[src/hw/snes_mem_pkg.sv]
`default_nettype none

package snes_mem_pkg;

    localparam int ADDR_W      = 24;          // byte address into memory
    localparam int DATA_W      = 16;          // memory word
    localparam int WRAM_ADDR_W = 17;          // 128 KB work RAM

    // banks EE/EF hold work RAM
    localparam logic [6:0] WRAM_BASE_HI = 7'b1110_111;

    // ROM side as seen from the core
    typedef struct packed {
        logic [ADDR_W-1:0] addr;
        logic              ce_n;
        logic              word;              // 16-bit fetch, no swap
    } rom_bus_t;

    // work RAM side, byte wide
    typedef struct packed {
        logic [WRAM_ADDR_W-1:0] addr;
        logic                   ce_n;
        logic                   rd_n;
        logic                   we_n;
        logic [7:0]             d;            // write byte
    } wram_bus_t;

    // one byte per valid from the loader
    typedef struct packed {
        logic [7:0] data;
        logic       valid;
    } loader_t;

    // single registered request into the memory
    typedef struct packed {
        logic [ADDR_W-1:0] addr;
        logic [DATA_W-1:0] din;
        logic [1:0]        ds;                // byte enables, [1] = high lane
        logic              port;              // 0 rom, 1 work ram
        logic              rd;
        logic              wr;
    } mem_req_t;

endpackage

`default_nettype wire

[src/hw/read_return.sv]
`timescale 1ns/1ps
`default_nettype none

module read_return
    import snes_mem_pkg::*;
(
    input  logic              wclk,
    input  logic              resetn,
    input  mem_req_t          req,
    input  logic              rom_word,   // word fetch flag from the core
    input  logic [DATA_W-1:0] port0,
    input  logic [DATA_W-1:0] port1,
    output logic [DATA_W-1:0] rom_q,
    output logic [7:0]        wram_q
);

    logic rom_lsb;       // byte lane of last rom read
    logic rom_word_r;
    logic wram_lsb;      // byte lane of last work ram read

    // latched on the same edge the model loads its port
    always_ff @(posedge wclk) begin
        if (!resetn) begin
            rom_lsb    <= 1'b0;
            rom_word_r <= 1'b0;
            wram_lsb   <= 1'b0;
        end else if (req.rd) begin
            if (req.port) begin
                wram_lsb <= req.addr[0];
            end else begin
                rom_lsb    <= req.addr[0];
                rom_word_r <= rom_word;
            end
        end
    end

    // odd byte reads see the swapped word, so the byte sits low
    assign rom_q  = (rom_word_r || !rom_lsb) ? port0 : {port0[7:0], port0[15:8]};
    assign wram_q = wram_lsb ? port1[15:8] : port1[7:0];

endmodule

`default_nettype wire

[config.mk]
export PLATFORM = sky130hd
export DESIGN_NAME = read_return
export DESIGN_NICKNAME = d
export VERILOG_FILES = /design/src/hw/snes_mem_pkg.sv /design/src/hw/read_return.sv
export SDC_FILE = /design/constraint.sdc
export NUM_CORES = 1
export LEC_CHECK = 0
export CAP_MARGIN = 20
export CORE_AREA = 2 2 39 41
export CTS_BUF_LIST = sky130_fd_sc_hd__clkbuf_2
export CTS_CLUSTER_DIAMETER = 80
export DETAILED_ROUTE_END_ITERATION = 8
export DIE_AREA = 0 0 41 43
export DONT_BUFFER_PORTS = 1
export PLACE_DENSITY = 0.63
export SYNTH_ARGS = -nofsm -noshare
export SYNTH_HDL_FRONTEND = slang
export SYNTH_SLANG_ARGS = --single-unit
[constraint.sdc]
create_clock -name wclk -period 1.15 [get_ports wclk]
set_input_delay 0.1725 -clock wclk [delete_from_list [all_inputs] [get_ports wclk]]
set_output_delay 0.1725 -clock wclk [all_outputs]
set_load 0.01 [all_outputs]
# [Word-level counts from Yosys, hierarchy flattened]
# Cells that the tools add are included.
[word_totals] ramBits=0 mem_bits_ro=0 regBits=3 memories=0 output_inout_bits=24 latchBits=0
[classes] add_sub_neg=0 bitwise_logic=1 order_cmp=0 reduce_logical=4 n_div=0 mux=2 eq_ne=0 n_mul=0 n_shift=0
[op_table] op="16-bit two-way mux" n=1
[op_table] op="8-bit two-way mux" n=1
[op_table] op="2-bit AND reduction" n=2
[op_table] op="1-bit logical NOT" n=1
[op_table] op="1-bit logical OR" n=1
[op_table] op="1-bit NOT" n=1

# [Logic depth before layout (Yosys ltp)]
[depth] word_depth=3 mapped_depth=3 depth_no_buf=2

# [Least setup slack after synthesis]
# No wires, ideal clock.
[synth_path] kind="register -> output" start="register rom_lsb" end="output port rom_q[10]" required_time_ns=0.978 path_slack_ns=-0.006 stages_incl_launch_ff=4 arrival_ns=0.984 n_path_buf=1 cell_sequence="dfxtp_1 -> nor2b_4 -> buf_12 -> mux2_4"
[synth_via] elab_chain_cells=3
[synth_rtl] item="start, declared" line="read_return.sv:17" rtl="logic rom_lsb;"
[synth_rtl] item="start signal, assigned" line="read_return.sv:31" rtl="rom_lsb <= req.addr[0];"
[synth_rtl] item="1-bit logical NOT" line="read_return.sv:38" rtl="assign rom_q = (rom_word_r || !rom_lsb) ? port0 : {port0[7:0], port0[15:8]};"
[synth_rtl] item="1-bit logical OR" line="read_return.sv:38"
[synth_rtl] item="16-bit two-way mux" line="read_return.sv:38"
[synth_rtl] item="end, declared" line="read_return.sv:13" rtl="output logic [DATA_W-1:0] rom_q,"
# Every way passes these cells.

# [Worst setup path in the final report]
[layout_path] start="register rom_lsb" end="output port rom_q[8]"
# Same word-level chain as after synthesis.

==> out/metrics.csv <==
metric,value,unit
power.density,771,nW/um^2
worst_slack,-0.166,ns
reg2reg_from,wram_lsb,
nNetsFinal,130,
synth.yosys.warnings,0,
cts_buffers,3,
drc,0,
cts-root-buf,clkbuf_2,
die_area,1760,sq um
cts_buffer_depth,2,
seqCellArea,66.3,sq um
core_area,1380,sq um
hold_viol,0,
start_kind,register,
cts_max_level,1,
grt_use_total,11.1,%
route.detailed.vias_per_inst,5.63,
post-dp-hpwl,808,um
outcome,"complete, but fails checks",
multi_input_area,435,sq um
syn-num-nets,122,
whs,0.113,ns
nFillCells,133,
start_util,37.1,%
synth_seq_cells,3,
ios,104,
first_iter_violations,1,
cts_tree,built,
syn_to_final_growth,18.3,%
clkTransAtPathRegs,0.04,ns
rrSetupSlack,0.21,ns
drt-total-wl,1010,um
die-height,43,um
synthCells,42,
port-buffer-count,0,
peakVddDrop,0.384,mV
met2_length,498,um
cp-startpoint,rom_lsb,
final_antenna_net_count,0,
syn_area_per_cell,12.2,sq um
die_x,41,um
fin_util,43.9,%
max_freq,0.760,GHz
hold_class,primary input to register,
worst_slew_pin_slew,0.238,ns
relSlewSlack,84.1,%
r2r-end,wram_lsb,
antenna_found_initial,0,
required,0.98,ns
violations,negative setup slack,
crit_type,register to primary output,
rows,14,
vias,366,
place_congestion,0.644,
diodes,0,
synth.distinct_cells,11,
cts_hold_buf,0,
critPathCaptureType,primary output,
topRoutingLayerUsed,met3,
rsz0062_at_grt,true,
clk_latency,0.19,ns
p_leak,0.292,nW
layout-drive-gt1-share,79.6,%
slew_violations,0,
finalCritPeriodShare,114,%
seq_area_frac_synth,11.7,%
grt_pass1_wl,1300,um
syn_area,513,sq um
grt_pass1_vias,350,
dr.pass1.iters,2,
crit_fanout,8,
drt-met1-wl,317,um
rr_worst_depth,5,
fin_crit,1.32,ns
wire_per_inst,15.6,um
setup_viol,21,
grt_max_degree,9,
endpoint,rom_q[8],
cts_sinks,3,
routed-wl-met3,195,um
final.setup_skew,0,ns
arrival,1.14,ns
max_cap_violations,0,
grt_overflow_total,0,
[layout make-up]
cell class | instances | area share, %
tap | 16 | 3.30
multi-input combinational | 36 | 71.8
clock buffer | 4 | 3.30
timing repair buffer | 6 | 10.7
sequential | 3 | 10.9
[how the worst min path moves through the flow]
| stage | cells after the start | startpoint | endpoint | slack [ns] |
|---|---|---|---|---|
| floorplan | 2 | resetn | rom_lsb | 0.31 |
| global placement | 2 | rom_word | rom_word_r | 0.32 |
| detailed placement | 2 | resetn | rom_lsb | 0.32 |
| CTS | 2 | rom_word | rom_word_r | 0.1 |
| global route | 2 | resetn | rom_lsb | 0.12 |
| finish | 2 | rom_word | rom_word_r | 0.11 |
[where the power goes]
group	internal, mW	switching (mW)
logic	0.125	0.0843
registers	0.110	0.00695
clock network	0.0917	0.0499
[flip-flops by register name, summed over array words and instances (netlist names)]
name	count
rom_lsb	1
rom_word_r	1
wram_lsb	1
[cells in the final DEF, fill, tap and decap left out]
cell type / n
mux2_4: 21
nand2_1: 6
clkbuf_2: 4
mux2_2: 3
mux2i_1: 3
buf_4: 3
buf_6: 2
dfxtp_2: 2
nor2b_4: 1
nand2b_4: 1
nor2b_1: 1
buf_12: 1
dfxtp_4: 1
[routing by layer]
layer / vias up / GRT usage, %
met5: - / 0
met4: 0 / 8.00
met3: 0 / 3.66
met2: 43 / 18.8
met1: 158 / 10.3
li1: 165 / -
[synth_stat cells]
cell type / instances / area [sq um]
nor2b_1: 1 / 6.26
nand2b_4: 1 / 13.8
nor2b_4: 1 / 13.8
buf_6: 1 / 11.3
mux2_4: 16 / 240
nand2_1: 6 / 22.5
mux2_2: 8 / 90.1
buf_12: 1 / 20.0
dfxtp_1: 3 / 60.1
buf_2: 1 / 5.00
mux2i_1: 3 / 30.0
[worst max-delay path: stages (launching register included)]
cell and delay (ns):
dfxtp_2 0.33, nor2b_4 0.15, buf_12 0.14, mux2_4 0.33
[cell families (layout without fill, tap and decap cells)]
family	count (synthesis)	count (layout)	share of synthesized area, %
and+or+nand+nor	9	9	11.0
buffers and inverters	3	10	7.07
DFF	3	3	11.7
muxes	27	27	70.2
[stage by stage]
step,TNS [ns],area [sq um],setup slack (ns),total power [mW],cells
finish,-2.57,607,-0.166,0.468,65
global route,-3.97,607,-0.232,0.512,65
CTS,-3.02,581,-0.194,0.471,63
detailed placement,-0.00394,518,-0.00394,0.306,56
global placement,0,518,0.000109,0.305,56
floorplan,0,514,0.0208,0.297,42
[repair_timing]
item	in CTS	in global routing
gates cloned	0	0
endpoints found under the setup margin	24	24
resized for setup	8	3
buffers inserted	3	2
Power figures use the tool's default switching activity.
