[src/hw/cycle_gate.sv]
`timescale 1ns/1ps
`default_nettype none

module cycle_gate #(
    parameter int RESET_HOLD = 16
) (
    input  logic wclk,
    input  logic resetn,
    input  logic pause,        // frame sync hold
    input  logic sysclkf_ce,   // raw fall strobe
    input  logic sysclkr_ce,   // raw rise strobe
    output logic enable,
    output logic f2,
    output logic r2
);

    // wide enough to hold RESET_HOLD itself
    localparam int CNT_W = (RESET_HOLD < 1) ? 1 : $clog2(RESET_HOLD + 1);

    logic [CNT_W-1:0] hold_cnt;   // cycles left before start
    logic             hold_done;

    assign hold_done = (hold_cnt == '0);

    // reset release, then pause decides
    always_ff @(posedge wclk) begin
        if (!resetn) begin
            hold_cnt <= CNT_W'(RESET_HOLD);
            enable   <= 1'b0;
        end else begin
            if (!hold_done) begin
                hold_cnt <= hold_cnt - 1'b1;
                enable   <= 1'b0;      // still holding
            end else begin
                enable   <= ~pause;    // drops one edge after pause
            end
        end
    end

    // strobes only count while the core runs
    // uses current enable, so first strobe after start lands a cycle late
    always_ff @(posedge wclk) begin
        if (!resetn) begin
            f2 <= 1'b0;
            r2 <= 1'b0;
        end else begin
            f2 <= sysclkf_ce & enable;
            r2 <= sysclkr_ce & enable;
        end
    end

endmodule

`default_nettype wire

[config.mk]
export PLATFORM = sky130hd
export DESIGN_NAME = cycle_gate
export DESIGN_NICKNAME = d
export VERILOG_FILES = /design/src/hw/cycle_gate.sv
export SDC_FILE = /design/constraint.sdc
export NUM_CORES = 1
export LEC_CHECK = 0
export ABC_AREA = 1
export ABC_CLOCK_PERIOD_IN_PS = 1100
export BUFFER_PORTS_ARGS = -buffer_cell sky130_fd_sc_hd__buf_2
export CORE_MARGIN = 3
export CORE_UTILIZATION = 25
export CTS_CLUSTER_DIAMETER = 150
export DETAILED_ROUTE_END_ITERATION = 7
export GPL_ROUTABILITY_DRIVEN = 0
export PLACE_DENSITY = 0.41
export SLEW_MARGIN = 15
export SYNTH_ARGS = -nofsm -noshare
export SYNTH_HDL_FRONTEND = slang
export SYNTH_SLANG_ARGS = --single-unit
export TNS_END_PERCENT = 20
[constraint.sdc]
create_clock -name wclk -period 1.1 [get_ports wclk]
set_input_delay 0.33 -clock wclk [delete_from_list [all_inputs] [get_ports wclk]]
set_output_delay 0.33 -clock wclk [all_outputs]
set_load 0.02 [all_outputs]
## Yosys cells after proc, flatten, opt, wreduce, memory -nomap -nowiden

Cells that the tools add are included.

- Flip-flop bits (word level): 8
- Logic and storage cells: 10

- Add/sub/neg operators: 1
- Bitwise gates (word level): 3
- Reduce and logical (&&, ||, !) cells: 2

Operators by type and width:

| kind | number |
|---|---|
| $logic_not A5 Y1 | 1 |
| $sub A5 B1 Y5 const B | 1 |
| $and A1 B1 Y1 | 2 |
| $reduce_and A2 Y1 | 1 |
| $not A1 Y1 | 1 |

## Logic depth before layout (Yosys ltp)

- Depth in word-level cells: 2
- Mapped depth: 7
- Depth with buffers taken out: 7

## Least setup slack after synthesis

OpenSTA, ideal clock, no wires.

- Path type: flip-flop to flip-flop
- Start: reg hold_cnt[0]
- End: reg hold_cnt[4]
- Library setup time: 113 ps
- Data arrival time: 893 ps
- Data required time: 987 ps
- Setup slack: 94 ps
- Stages on the path, launching flop included: 8
- Clock period less this slack: 1,006 ps
- Cell sequence: dfxtp_1 inv_1 ha_1 inv_1 nor2_4 nand2_4 nand3_1 nand2_1

- Word-level cells in the longest chain between the ends: 1

Ends and longest elaborated chain:

| item | line | text |
|---|---|---|
| start: declaration | 20 | `logic [CNT_W-1:0] hold_cnt;` |
| start signal: assignment | 28 | `hold_cnt <= CNT_W'(RESET_HOLD);` |
| start signal: assignment | 32 | `hold_cnt <= hold_cnt - 1'b1;` |
| $sub A5 B1 Y5 / $logic_not A5 Y1 (equally long branches) | 32, 23 |  |

Parallel ways exist; a longest one is shown, timed or not.
A chain may end at the register's enable or synchronous reset.

## Final worst setup path

- Start: reg enable
- End: out enable

RTL lines:

| item | line | text |
|---|---|---|
| start: declaration | 12 | `output logic enable,` |
| start signal: assignment | 35 | `enable <= ~pause;` |

No word-level cell between the ends.

==> results.sh <==
export IMPL_status="finished clean"
export IMPL_fmax_ghz=0.958
export IMPL_yosys_warnings=0
export IMPL_cap_violations=0
export IMPL_r2r_start="hold_cnt[0]"
export IMPL_syn_cell_area_um2=370
export IMPL_htreeDepth=1
export IMPL_synth_simple_area_share_pct=40.5
export IMPL_synth_top_family_by_area="simple AND/OR/NAND/NOR gates"
export IMPL_syn_to_final_growth_pct=33.1
export IMPL_clk_pin_slew_worst_paths_ns=0.05
export IMPL_start_kind="flip-flop"
export IMPL_critPathTopFamily="flip-flops"
export IMPL_cp_cell_sequence="buf_4"
export IMPL_route_met3_wl_um=42
export IMPL_grt_pass1_vias=280
export IMPL_dr_max_layer_used="met3"
export IMPL_drc=0
export IMPL_synth_compound_area_share_pct=0
export IMPL_met1_length_um=296
export IMPL_core_area_um2=1350
export IMPL_slew_limit_headroom_pct=88.1
export IMPL_fin_cells=72
export IMPL_track_usage_pct=7.60
export IMPL_num_rows=13
export IMPL_crit_arrival_ns=0.71
export IMPL_grt_overflow_total=0
export IMPL_worstSetupStartpoint="enable"
export IMPL_worstMarginPinSlew_ns=0.179
export IMPL_maxSlewViolCount=0
export IMPL_timing_critical_path_required_ns=0.77
export IMPL_clock_latency_ns=0.24
export IMPL_r2r_slack_ns=0.06
export IMPL_critPathKind="reg2out"
export IMPL_drive_above_1_share_pct=45.6
export IMPL_post_route_util_pct=36.5
export IMPL_layout_nets=66
export IMPL_fin_crit_sh_pct=94.9
export IMPL_power_density_nw_per_um2=2430
export IMPL_vdd_drop_max_uv=653
export IMPL_endpoint="enable"
export IMPL_viasPerCell=4.29
export IMPL_start_util_pct=27.4
export IMPL_fp_dieH_um=44.5
export IMPL_whs_ns=0.239
export IMPL_wl_per_cell_um=8.76
export IMPL_min_path_type="in2reg"
export IMPL_synthXorXnorAreaFrac_pct=2.36
export IMPL_cts_buffers=3
export IMPL_grt_first_pass_wirelength_um=1080
export IMPL_worst_setup_path_end_kind="primary output"
export IMPL_r2r_end="hold_cnt[1]"
export IMPL_synthAdderAreaFrac_pct=6.76
export IMPL_finalHoldViolations=0
export IMPL_num_antenna_cells=0
export IMPL_place_inst=67
export IMPL_finalPower_mw=1.20
export IMPL_cp_max_fo=3
export IMPL_placed_area_um2=432
export IMPL_finalWirelength_um=631
export IMPL_root_buffer="clkbuf_4"
export IMPL_reg2reg_depth=7
export IMPL_vias=309
export IMPL_synth_seq_cells=8
export IMPL_cp_buffers_inverters=1
export IMPL_synth_mux_area_fraction_pct=0
export IMPL_dieArea_um2=1980
export IMPL_clock_sinks=8
export IMPL_wl_met2_um=292
export IMPL_ios=8
export IMPL_slowest_stage="dfxtp_2"
export IMPL_finalSetupViolCount=0
export IMPL_syn_nets=51
export IMPL_synthCells=44
export IMPL_skew_ns=0.00245
export IMPL_period_minus_slack_ns=1.04
export IMPL_worst_path_stages=1
export IMPL_cellLeakagePower_nw=0.242
export IMPL_avgSynthCellArea_um2=8.42
export IMPL_portBuffers=7
export IMPL_antenna_found_initial=0
export IMPL_dpl_hpwl_um=487
export IMPL_drt_first_pass_iters=2
export IMPL_cts_tree="built"
export IMPL_seq_area_frac_synth_pct=43.2
export IMPL_synth_cell_type_count=14
export IMPL_die_w_um=44.5
export IMPL_fin_area_um2=493
export IMPL_ant_nets=0
export IMPL_cts_buffer_depth=2
export IMPL_cp_slowest_stage_delay_ns=0.32
export IMPL_grt_max_degree=8
export IMPL_drt_initial_drc_count=1
## registers in the layout, summed over array words and instances, names as in the netlist
register	cells
enable	1
hold_cnt	5
r2	1
f2	1
## metal layers
layer | GRT usage (%) | vias up
met2 | 11.5 | 7
met1 | 8.94 | 137
met4 | 3.61 | 0
met5 | 0 | -
li1 | - | 165
met3 | 3.66 | 0
## cell families after synthesis
logic type	after synthesis
xor+xnor	1
fa+ha+maj	2
buf+inv	7
flops	8
simple gates	26
## through the flow
step / setup TNS, ns / setup slack (ns)
2_1_floorplan: 0 / 0.0938
6_report: 0 / 0.0560
4_1_cts: 0 / 0.00345
3_3_place_gp: -0.0262 / -0.0142
3_5_place_dp: 0 / 0.0156
5_1_grt: -0.00427 / -0.00427
## repair_timing
item,CTS,global route
hold buffers,0,0
pin swaps,0,1
endpoints found under the setup margin,1,7
gates resized for setup,1,9
buffers inserted,0,2
## synth_stat cells, drive strengths merged
cell type | instances | area, um^2
nor2 | 6 | 40.0
nor3 | 1 | 10.0
xnor2 | 1 | 8.76
nand3 | 4 | 20.0
nand2 | 11 | 53.8
ha | 2 | 25.0
dfxtp | 8 | 160
nand4 | 3 | 18.8
inv | 7 | 26.3
nand3b | 1 | 7.51
## final cells by class
class                      count  area (um^2)
inverter                       7         31.3
tap                           15         18.8
multi-input combinational     29          196
sequential                     8          164
timing repair buffer          10         60.1
fill                         156          857
clock buffer                   3         22.5
## power breakdown
part / switching (mW) / internal, mW / total (mW)
Sequential: 0.0857 / 0.378 / 0.464
Combinational: 0.283 / 0.236 / 0.519
Clock: 0.0902 / 0.124 / 0.214
## worst min path at each step
stage	from	to	slack (ns)	depth (start not counted)
3_3_place_gp	enable	f2	0.44	2
5_1_grt	pause	enable	0.24	2
4_1_cts	pause	enable	0.24	2
2_1_floorplan	resetn	hold_cnt[4]	0.40	1
3_5_place_dp	enable	r2	0.44	2
6_report	pause	enable	0.24	2
## placed cells by master (no fill, tap or decap), drive strengths merged, types with 2 or more instances in the layout
master	count
nand2	11
buf	10
dfxtp	8
inv	7
nor2	6
nand3	4
nand4	3
clkbuf	3
ha	2
Note: power is estimated with default switching activity, not from simulation.
