File: src/hw/snes_mem_pkg.sv
`default_nettype none

package snes_mem_pkg;

    localparam int ADDR_W      = 24;          // byte address into memory
    localparam int DATA_W      = 16;          // memory word
    localparam int WRAM_ADDR_W = 17;          // 128 KB work RAM

    // banks EE/EF hold work RAM
    localparam logic [6:0] WRAM_BASE_HI = 7'b1110_111;

    // ROM side as seen from the core
    typedef struct packed {
        logic [ADDR_W-1:0] addr;
        logic              ce_n;
        logic              word;              // 16-bit fetch, no swap
    } rom_bus_t;

    // work RAM side, byte wide
    typedef struct packed {
        logic [WRAM_ADDR_W-1:0] addr;
        logic                   ce_n;
        logic                   rd_n;
        logic                   we_n;
        logic [7:0]             d;            // write byte
    } wram_bus_t;

    // one byte per valid from the loader
    typedef struct packed {
        logic [7:0] data;
        logic       valid;
    } loader_t;

    // single registered request into the memory
    typedef struct packed {
        logic [ADDR_W-1:0] addr;
        logic [DATA_W-1:0] din;
        logic [1:0]        ds;                // byte enables, [1] = high lane
        logic              port;              // 0 rom, 1 work ram
        logic              rd;
        logic              wr;
    } mem_req_t;

endpackage

`default_nettype wire

File: src/hw/mem_request.sv
`timescale 1ns/1ps
`default_nettype none

module mem_request
    import snes_mem_pkg::*;
(
    input  logic      wclk,
    input  logic      resetn,
    input  logic      f2,          // gated fall strobe
    input  logic      r2,          // gated rise strobe
    input  logic      loading,
    input  loader_t   loader,
    input  rom_bus_t  rom,
    input  wram_bus_t wram,
    output mem_req_t  req
);

    logic [ADDR_W-1:0] loader_addr;   // next byte position
    logic              loading_r;     // for the rising edge of loading
    logic              load_wr;
    logic              rom_rd;
    logic              wram_rd;
    logic              wram_wr;
    logic              wram_rd_go;
    logic              wram_wr_go;
    logic [ADDR_W-1:0] wram_full;     // work ram placed in its banks

    assign load_wr    = loading & loader.valid;
    assign rom_rd     = ~rom.ce_n & f2;
    assign wram_rd    = ~wram.ce_n & ~wram.rd_n;
    assign wram_wr    = ~wram.ce_n & ~wram.we_n;
    assign wram_rd_go = wram_rd & f2;              // reads on fall cycles
    assign wram_wr_go = wram_wr & r2;              // writes on rise cycles
    assign wram_full  = {WRAM_BASE_HI, wram.addr};

    // loader address restarts at every new load
    always_ff @(posedge wclk) begin
        if (!resetn) begin
            loader_addr <= '0;
            loading_r   <= 1'b0;
        end else begin
            loading_r <= loading;
            if (loader.valid)
                loader_addr <= loader_addr + 1'b1;
            if (loading & ~loading_r)
                loader_addr <= '0;                 // wins over increment
        end
    end

    // one request per cycle with the loader first
    always_ff @(posedge wclk) begin
        if (!resetn) begin
            req <= '0;
        end else begin
            req <= '0;                              // idle unless chosen below
            if (load_wr) begin
                req.addr <= loader_addr;
                req.din  <= {loader.data, loader.data};   // same byte on both lanes
                req.ds   <= {loader_addr[0], ~loader_addr[0]};
                req.wr   <= 1'b1;
            end else if (rom_rd) begin
                req.addr <= rom.addr;
                req.ds   <= 2'b11;                  // full word, lane picked on return
                req.rd   <= 1'b1;
            end else if (wram_rd_go) begin
                req.addr <= wram_full;
                req.ds   <= {wram.addr[0], ~wram.addr[0]};
                req.din  <= {wram.d, wram.d};
                req.port <= 1'b1;
                req.rd   <= 1'b1;
            end else if (wram_wr_go) begin
                req.addr <= wram_full;
                req.ds   <= {wram.addr[0], ~wram.addr[0]};
                req.din  <= {wram.d, wram.d};
                req.port <= 1'b1;
                req.wr   <= 1'b1;
            end
        end
    end

endmodule

`default_nettype wire

File: config.mk
export PLATFORM = sky130hd
export DESIGN_NAME = mem_request
export DESIGN_NICKNAME = d
export VERILOG_FILES = /design/src/hw/snes_mem_pkg.sv /design/src/hw/mem_request.sv
export SDC_FILE = /design/constraint.sdc
export NUM_CORES = 1
export LEC_CHECK = 0
export ABC_AREA = 0
export BUFFER_PORTS_ARGS = -buffer_cell sky130_fd_sc_hd__buf_2
export CELL_PAD_IN_SITES_DETAIL_PLACEMENT = 1
export CELL_PAD_IN_SITES_GLOBAL_PLACEMENT = 1
export CORE_UTILIZATION = 30
export CTS_CLUSTER_DIAMETER = 40
export DETAILED_ROUTE_END_ITERATION = 8
export GPL_ROUTABILITY_DRIVEN = 1
export HOLD_SLACK_MARGIN = 0.1
export PLACE_DENSITY_LB_ADDON = 0.1
export SLEW_MARGIN = 20
export SYNTH_ARGS = -nofsm -noshare
export SYNTH_HDL_FRONTEND = slang
export SYNTH_SLANG_ARGS = --single-unit
File: constraint.sdc
create_clock -name wclk -period 2.2 [get_ports wclk]
set_clock_uncertainty 0.1 [all_clocks]
set_input_delay 0.44 -clock wclk [delete_from_list [all_inputs] [get_ports wclk]]
set_output_delay 0.44 -clock wclk [all_outputs]
set_load 0.005 [all_outputs]
* After elaboration in Yosys (flattened, before gate mapping)
Index checks and enable logic that the tools add are counted.
W data, S select, Z words.
** Cells by class
- Add/sub/neg operators :: 1
- Bitwise operators :: 15
- Reduce and logical (&&, ||, !) cells :: 3
- Muxes and demuxes :: 12
** Operators with widths (count)
- $mux W43 :: 2
- $mux W42 :: 1
- $add A24 B1 Y24 const B :: 1
- $mux W24 :: 1
- $mux W16 :: 1
- $not A1 Y1 :: 8
- $and A1 B1 Y1 :: 7
- $mux W1 :: 6
- $reduce_or A2 Y1 :: 2
- $reduce_or A3 Y1 :: 1
- $mux W2 :: 1
** Word-level totals
- Output and inout port bits :: 45
- Input port bits :: 68
- Register bits :: 70

* Longest topological paths before layout
- Word-level depth :: 7
- Gate-level depth with buffers :: 6
- Depth with buffers taken out :: 5

* Worst setup path before layout
No wires, ideal clock.
- Path kind :: register -> register
- Start point :: reg loader_addr[0]
- End point :: reg loader_addr[22]
- Period minus slack after synthesis :: 2026 ps
- Slack :: 174 ps
- Path buffers :: 1
- Library setup time :: 70 ps
- Cell stages (with the launch flop) :: 7
- Arrival time :: 1855 ps
- Cells stage by stage :: dfxtp_1 ha_1 nand4_2 or4_1 clkbuf_2 or3_1 a21oi_1
** Between the ends
- Cells in the longest elaborated chain, start to end :: 1
** RTL lines
- start, declared :: RTL line mem_request.sv:18 : logic [ADDR_W-1:0] loader_addr;
- start signal, assigned :: RTL line mem_request.sv:44 : loader_addr <= loader_addr + 1'b1;
- $add A24 B1 Y24 :: RTL line mem_request.sv:44
Every way passes these cells.
A chain may end at the register's enable or synchronous reset.

* Worst setup path in the final report
- Start point :: reg loader_addr[10]
- End point :: reg loader_addr[19]
Same word-level chain as after synthesis.

==> flow_metrics.tcl <==
set metrics [dict create \
    synthToLayoutAreaGrowth_pct 31.5 \
    pwr-share-comb_pct 11.5 \
    max_freq_mhz 485 \
    setup_violations 0 \
    synth_area_leader_cell "dfxtp_1" \
    drcViolationCount 0 \
    reg2reg_slack_ns 0.14 \
    yosys-top-cells-area "dfxtp_1 47%, o21ai_0 7.1%, a221oi_1 5.7%" \
    initial_core_util_pct 31.4 \
    ctsLongestPathBuffers 2 \
    die_w_um 95.4 \
    hold_path.class "in2reg" \
    post_dp_cell_area_um2 3260 \
    grt-ovfl-total 0 \
    p_switching_uw 594 \
    drt_first_pass_iters 4 \
    power_mw 2.40 \
    crit_type "reg2reg" \
    wirelength_um 7900 \
    synth_most_common_cell "dfxtp_1" \
    avgSynthCellArea_um2 8.57 \
    antenna_found_initial 0 \
    core-area_um2 8340 \
    synth_edf_count 0 \
    multi_input_area_um2 1210 \
    cp_data_required_time_ns 2.37 \
    routedWlPerCell_um 15.2 \
    swShare_pct 24.7 \
    drv_slew 0 \
    drv_cap 0 \
    synthCells 305 \
    synth.distinct_cells 32 \
    die_h_um 95.4 \
    clkPwrFrac_pct 39.7 \
    grt_pass1_vias 2473 \
    grt_pass1_wl_um 12500 \
    grt_usage_pct 18.0 \
    peakVddDrop_mv 0.241 \
    seq_area_um2 1240 \
    layout.nets 478 \
    dpl.hpwl_um 5870 \
    relSlewSlack_pct 70.4 \
    worst_pin_slew_ns 0.444 \
    max_stage_delay_ns 0.71 \
    synth.cell_area_um2 2620 \
    drive_gt1_share_pct 34.3 \
    diodes 0 \
    postRouteAntennaNets 0 \
    async_flop_share_pct 0 \
    period_share_pct 93.8 \
    cts_setup_buffers 0 \
    final_util_pct 41.2 \
    dieArea_um2 9090 \
    fillers 1054 \
    synthTopCellsByCount "62 x dfxtp_1, 37 x o21ai_0, 29 x nor2_1" \
    crit_chain "nand4_1 -> or4_1 -> or3_1 -> a21oi_1" \
    vias_per_cell 4.98 \
    postCtsHoldBufs 0 \
    yosys.area.top_type_share_pct 47.5 \
    pwr_density_cell_nw_per_um2 699 \
    stdcell_area_um2 3440 \
    fin_ws_ns 0.137 \
    worst-path-max-fanout 10 \
    cts_buffers 9 \
    start_kind "flop" \
    cts_max_level 3 \
    clk_latency_ns 0.33 \
    cts_sinks 62 \
    synth_warnings 0 \
    rows 33 \
    post-route-min-period_ns 2.06 \
    intPower_mw 1.81 \
    cts_root_buf "clkbuf_8" \
    cp_top_family "simple AND/OR/NAND/NOR gates" \
    tns_ns 0 \
    ys_seq_area_share_pct 47.5 \
    cp.buffers_inverters 0 \
    syn-num-nets 374 \
    synthFlopType "dfxtp_1" \
    status "completed" \
    grt_max_degree 31 \
    leakage_nw 1.47 \
    ctsResizeCount 0 \
    first_iter_violations 66 \
    synth-seq-cells 62 \
    arrival_ns 2.23 \
    clkTransAtPathRegs_ns 0.07 \
    hold_viol_final 0 \
    pre_cts_ws_ns 0.0605 \
    crit_slowest_cell "or4_1" \
    num_io_pins 113 \
    globalplace.congestion 0.695 \
    cp-end-kind "flop" \
    io_buffers 111 \
    cts_tree "yes" \
    via_count 2585 \
    rsz0062_at_grt "no" \
    seqPwrFrac_pct 48.9 \
]
registers in the layout, indices dropped and copies added, names as in the netlist:
signal and count:
loader_addr 24, loading_r 1, req 37
power by group through the flow:
stage,Combinational (mW),Sequential [mW],Clock [mW]
after detailed placement,0.281,1.20,0
after CTS,0.282,1.18,0.983
final,0.276,1.18,0.953
after global placement,0.277,1.20,0
after floorplan,0.125,1.21,0
after global routing,0.310,1.18,1.03
stage by stage:
stage / hold WS [ns] / cells
final: 0.239 / 519
after global routing: 0.262 / 519
after CTS: 0.228 / 519
after detailed placement: 0.395 / 503
after global placement: 0.376 / 503
after floorplan: 0.355 / 305
worst register-to-register path, delay by kind of cell, from the launching register on:
family / cells / cell delay (ns)
DFF: 1 / 0.42
AOI/OAI and AO/OA: 1 / 0.14
and+or+nand+nor: 3 / 1.34
cell type report:
type	count	area share, %
multi-input combinational	207	35.3
clock inverter	5	1.46
inverter	5	0.546
clock buffer	11	3.82
timing repair buffer	124	19.0
tap	105	3.82
sequential	62	36.1
cell families after synthesis:
group,count (synthesis),synth area share (%)
mux,1,0.383
simple gates,100,19.6
fa+ha+maj,1,0.478
compound gates,95,22.1
flops,62,47.5
xor+xnor,10,3.35
buf+inv,36,6.70
worst paths after layout:
path / cells past startpoint / from / to
max: 4 / loader_addr[10] / loader_addr[19]
min: 3 / loader[7] / req[19]
max reg2reg: 4 / loader_addr[10] / loader_addr[19]
min reg2reg: 2 / loader_addr[23] / loader_addr[23]
layout by cell type (no fill, tap or decap), drive strengths merged:
cell type,netlist,final
xor2,4,4
nor2,29,29
ha,1,1
and2,2,2
a21oi,26,26
and4,4,4
or3,13,13
o21a,1,1
a211oi,3,3
or4,3,3
mux2i,1,1
nand2,19,19
o21ai,38,38
buf,11,124
a21boi,9,9
xnor2,6,6
nand2b,2,2
inv,5,5
nand4,6,6
nor4,2,2
clkbuf,20,11
clkinv,0,4
bufinv,0,1
a221oi,17,17
o311a,1,1
and3,2,2
nor2b,2,2
dfxtp,62,62
nand3,16,16
per-layer routing:
layer	GRT usage (%)	routed length [µm]
met5	0	0
met4	7.20	91
met3	3.43	481
met1	24.1	3820
met2	28.3	3510
No activity file was read; power rests on OpenSTA's default activity.
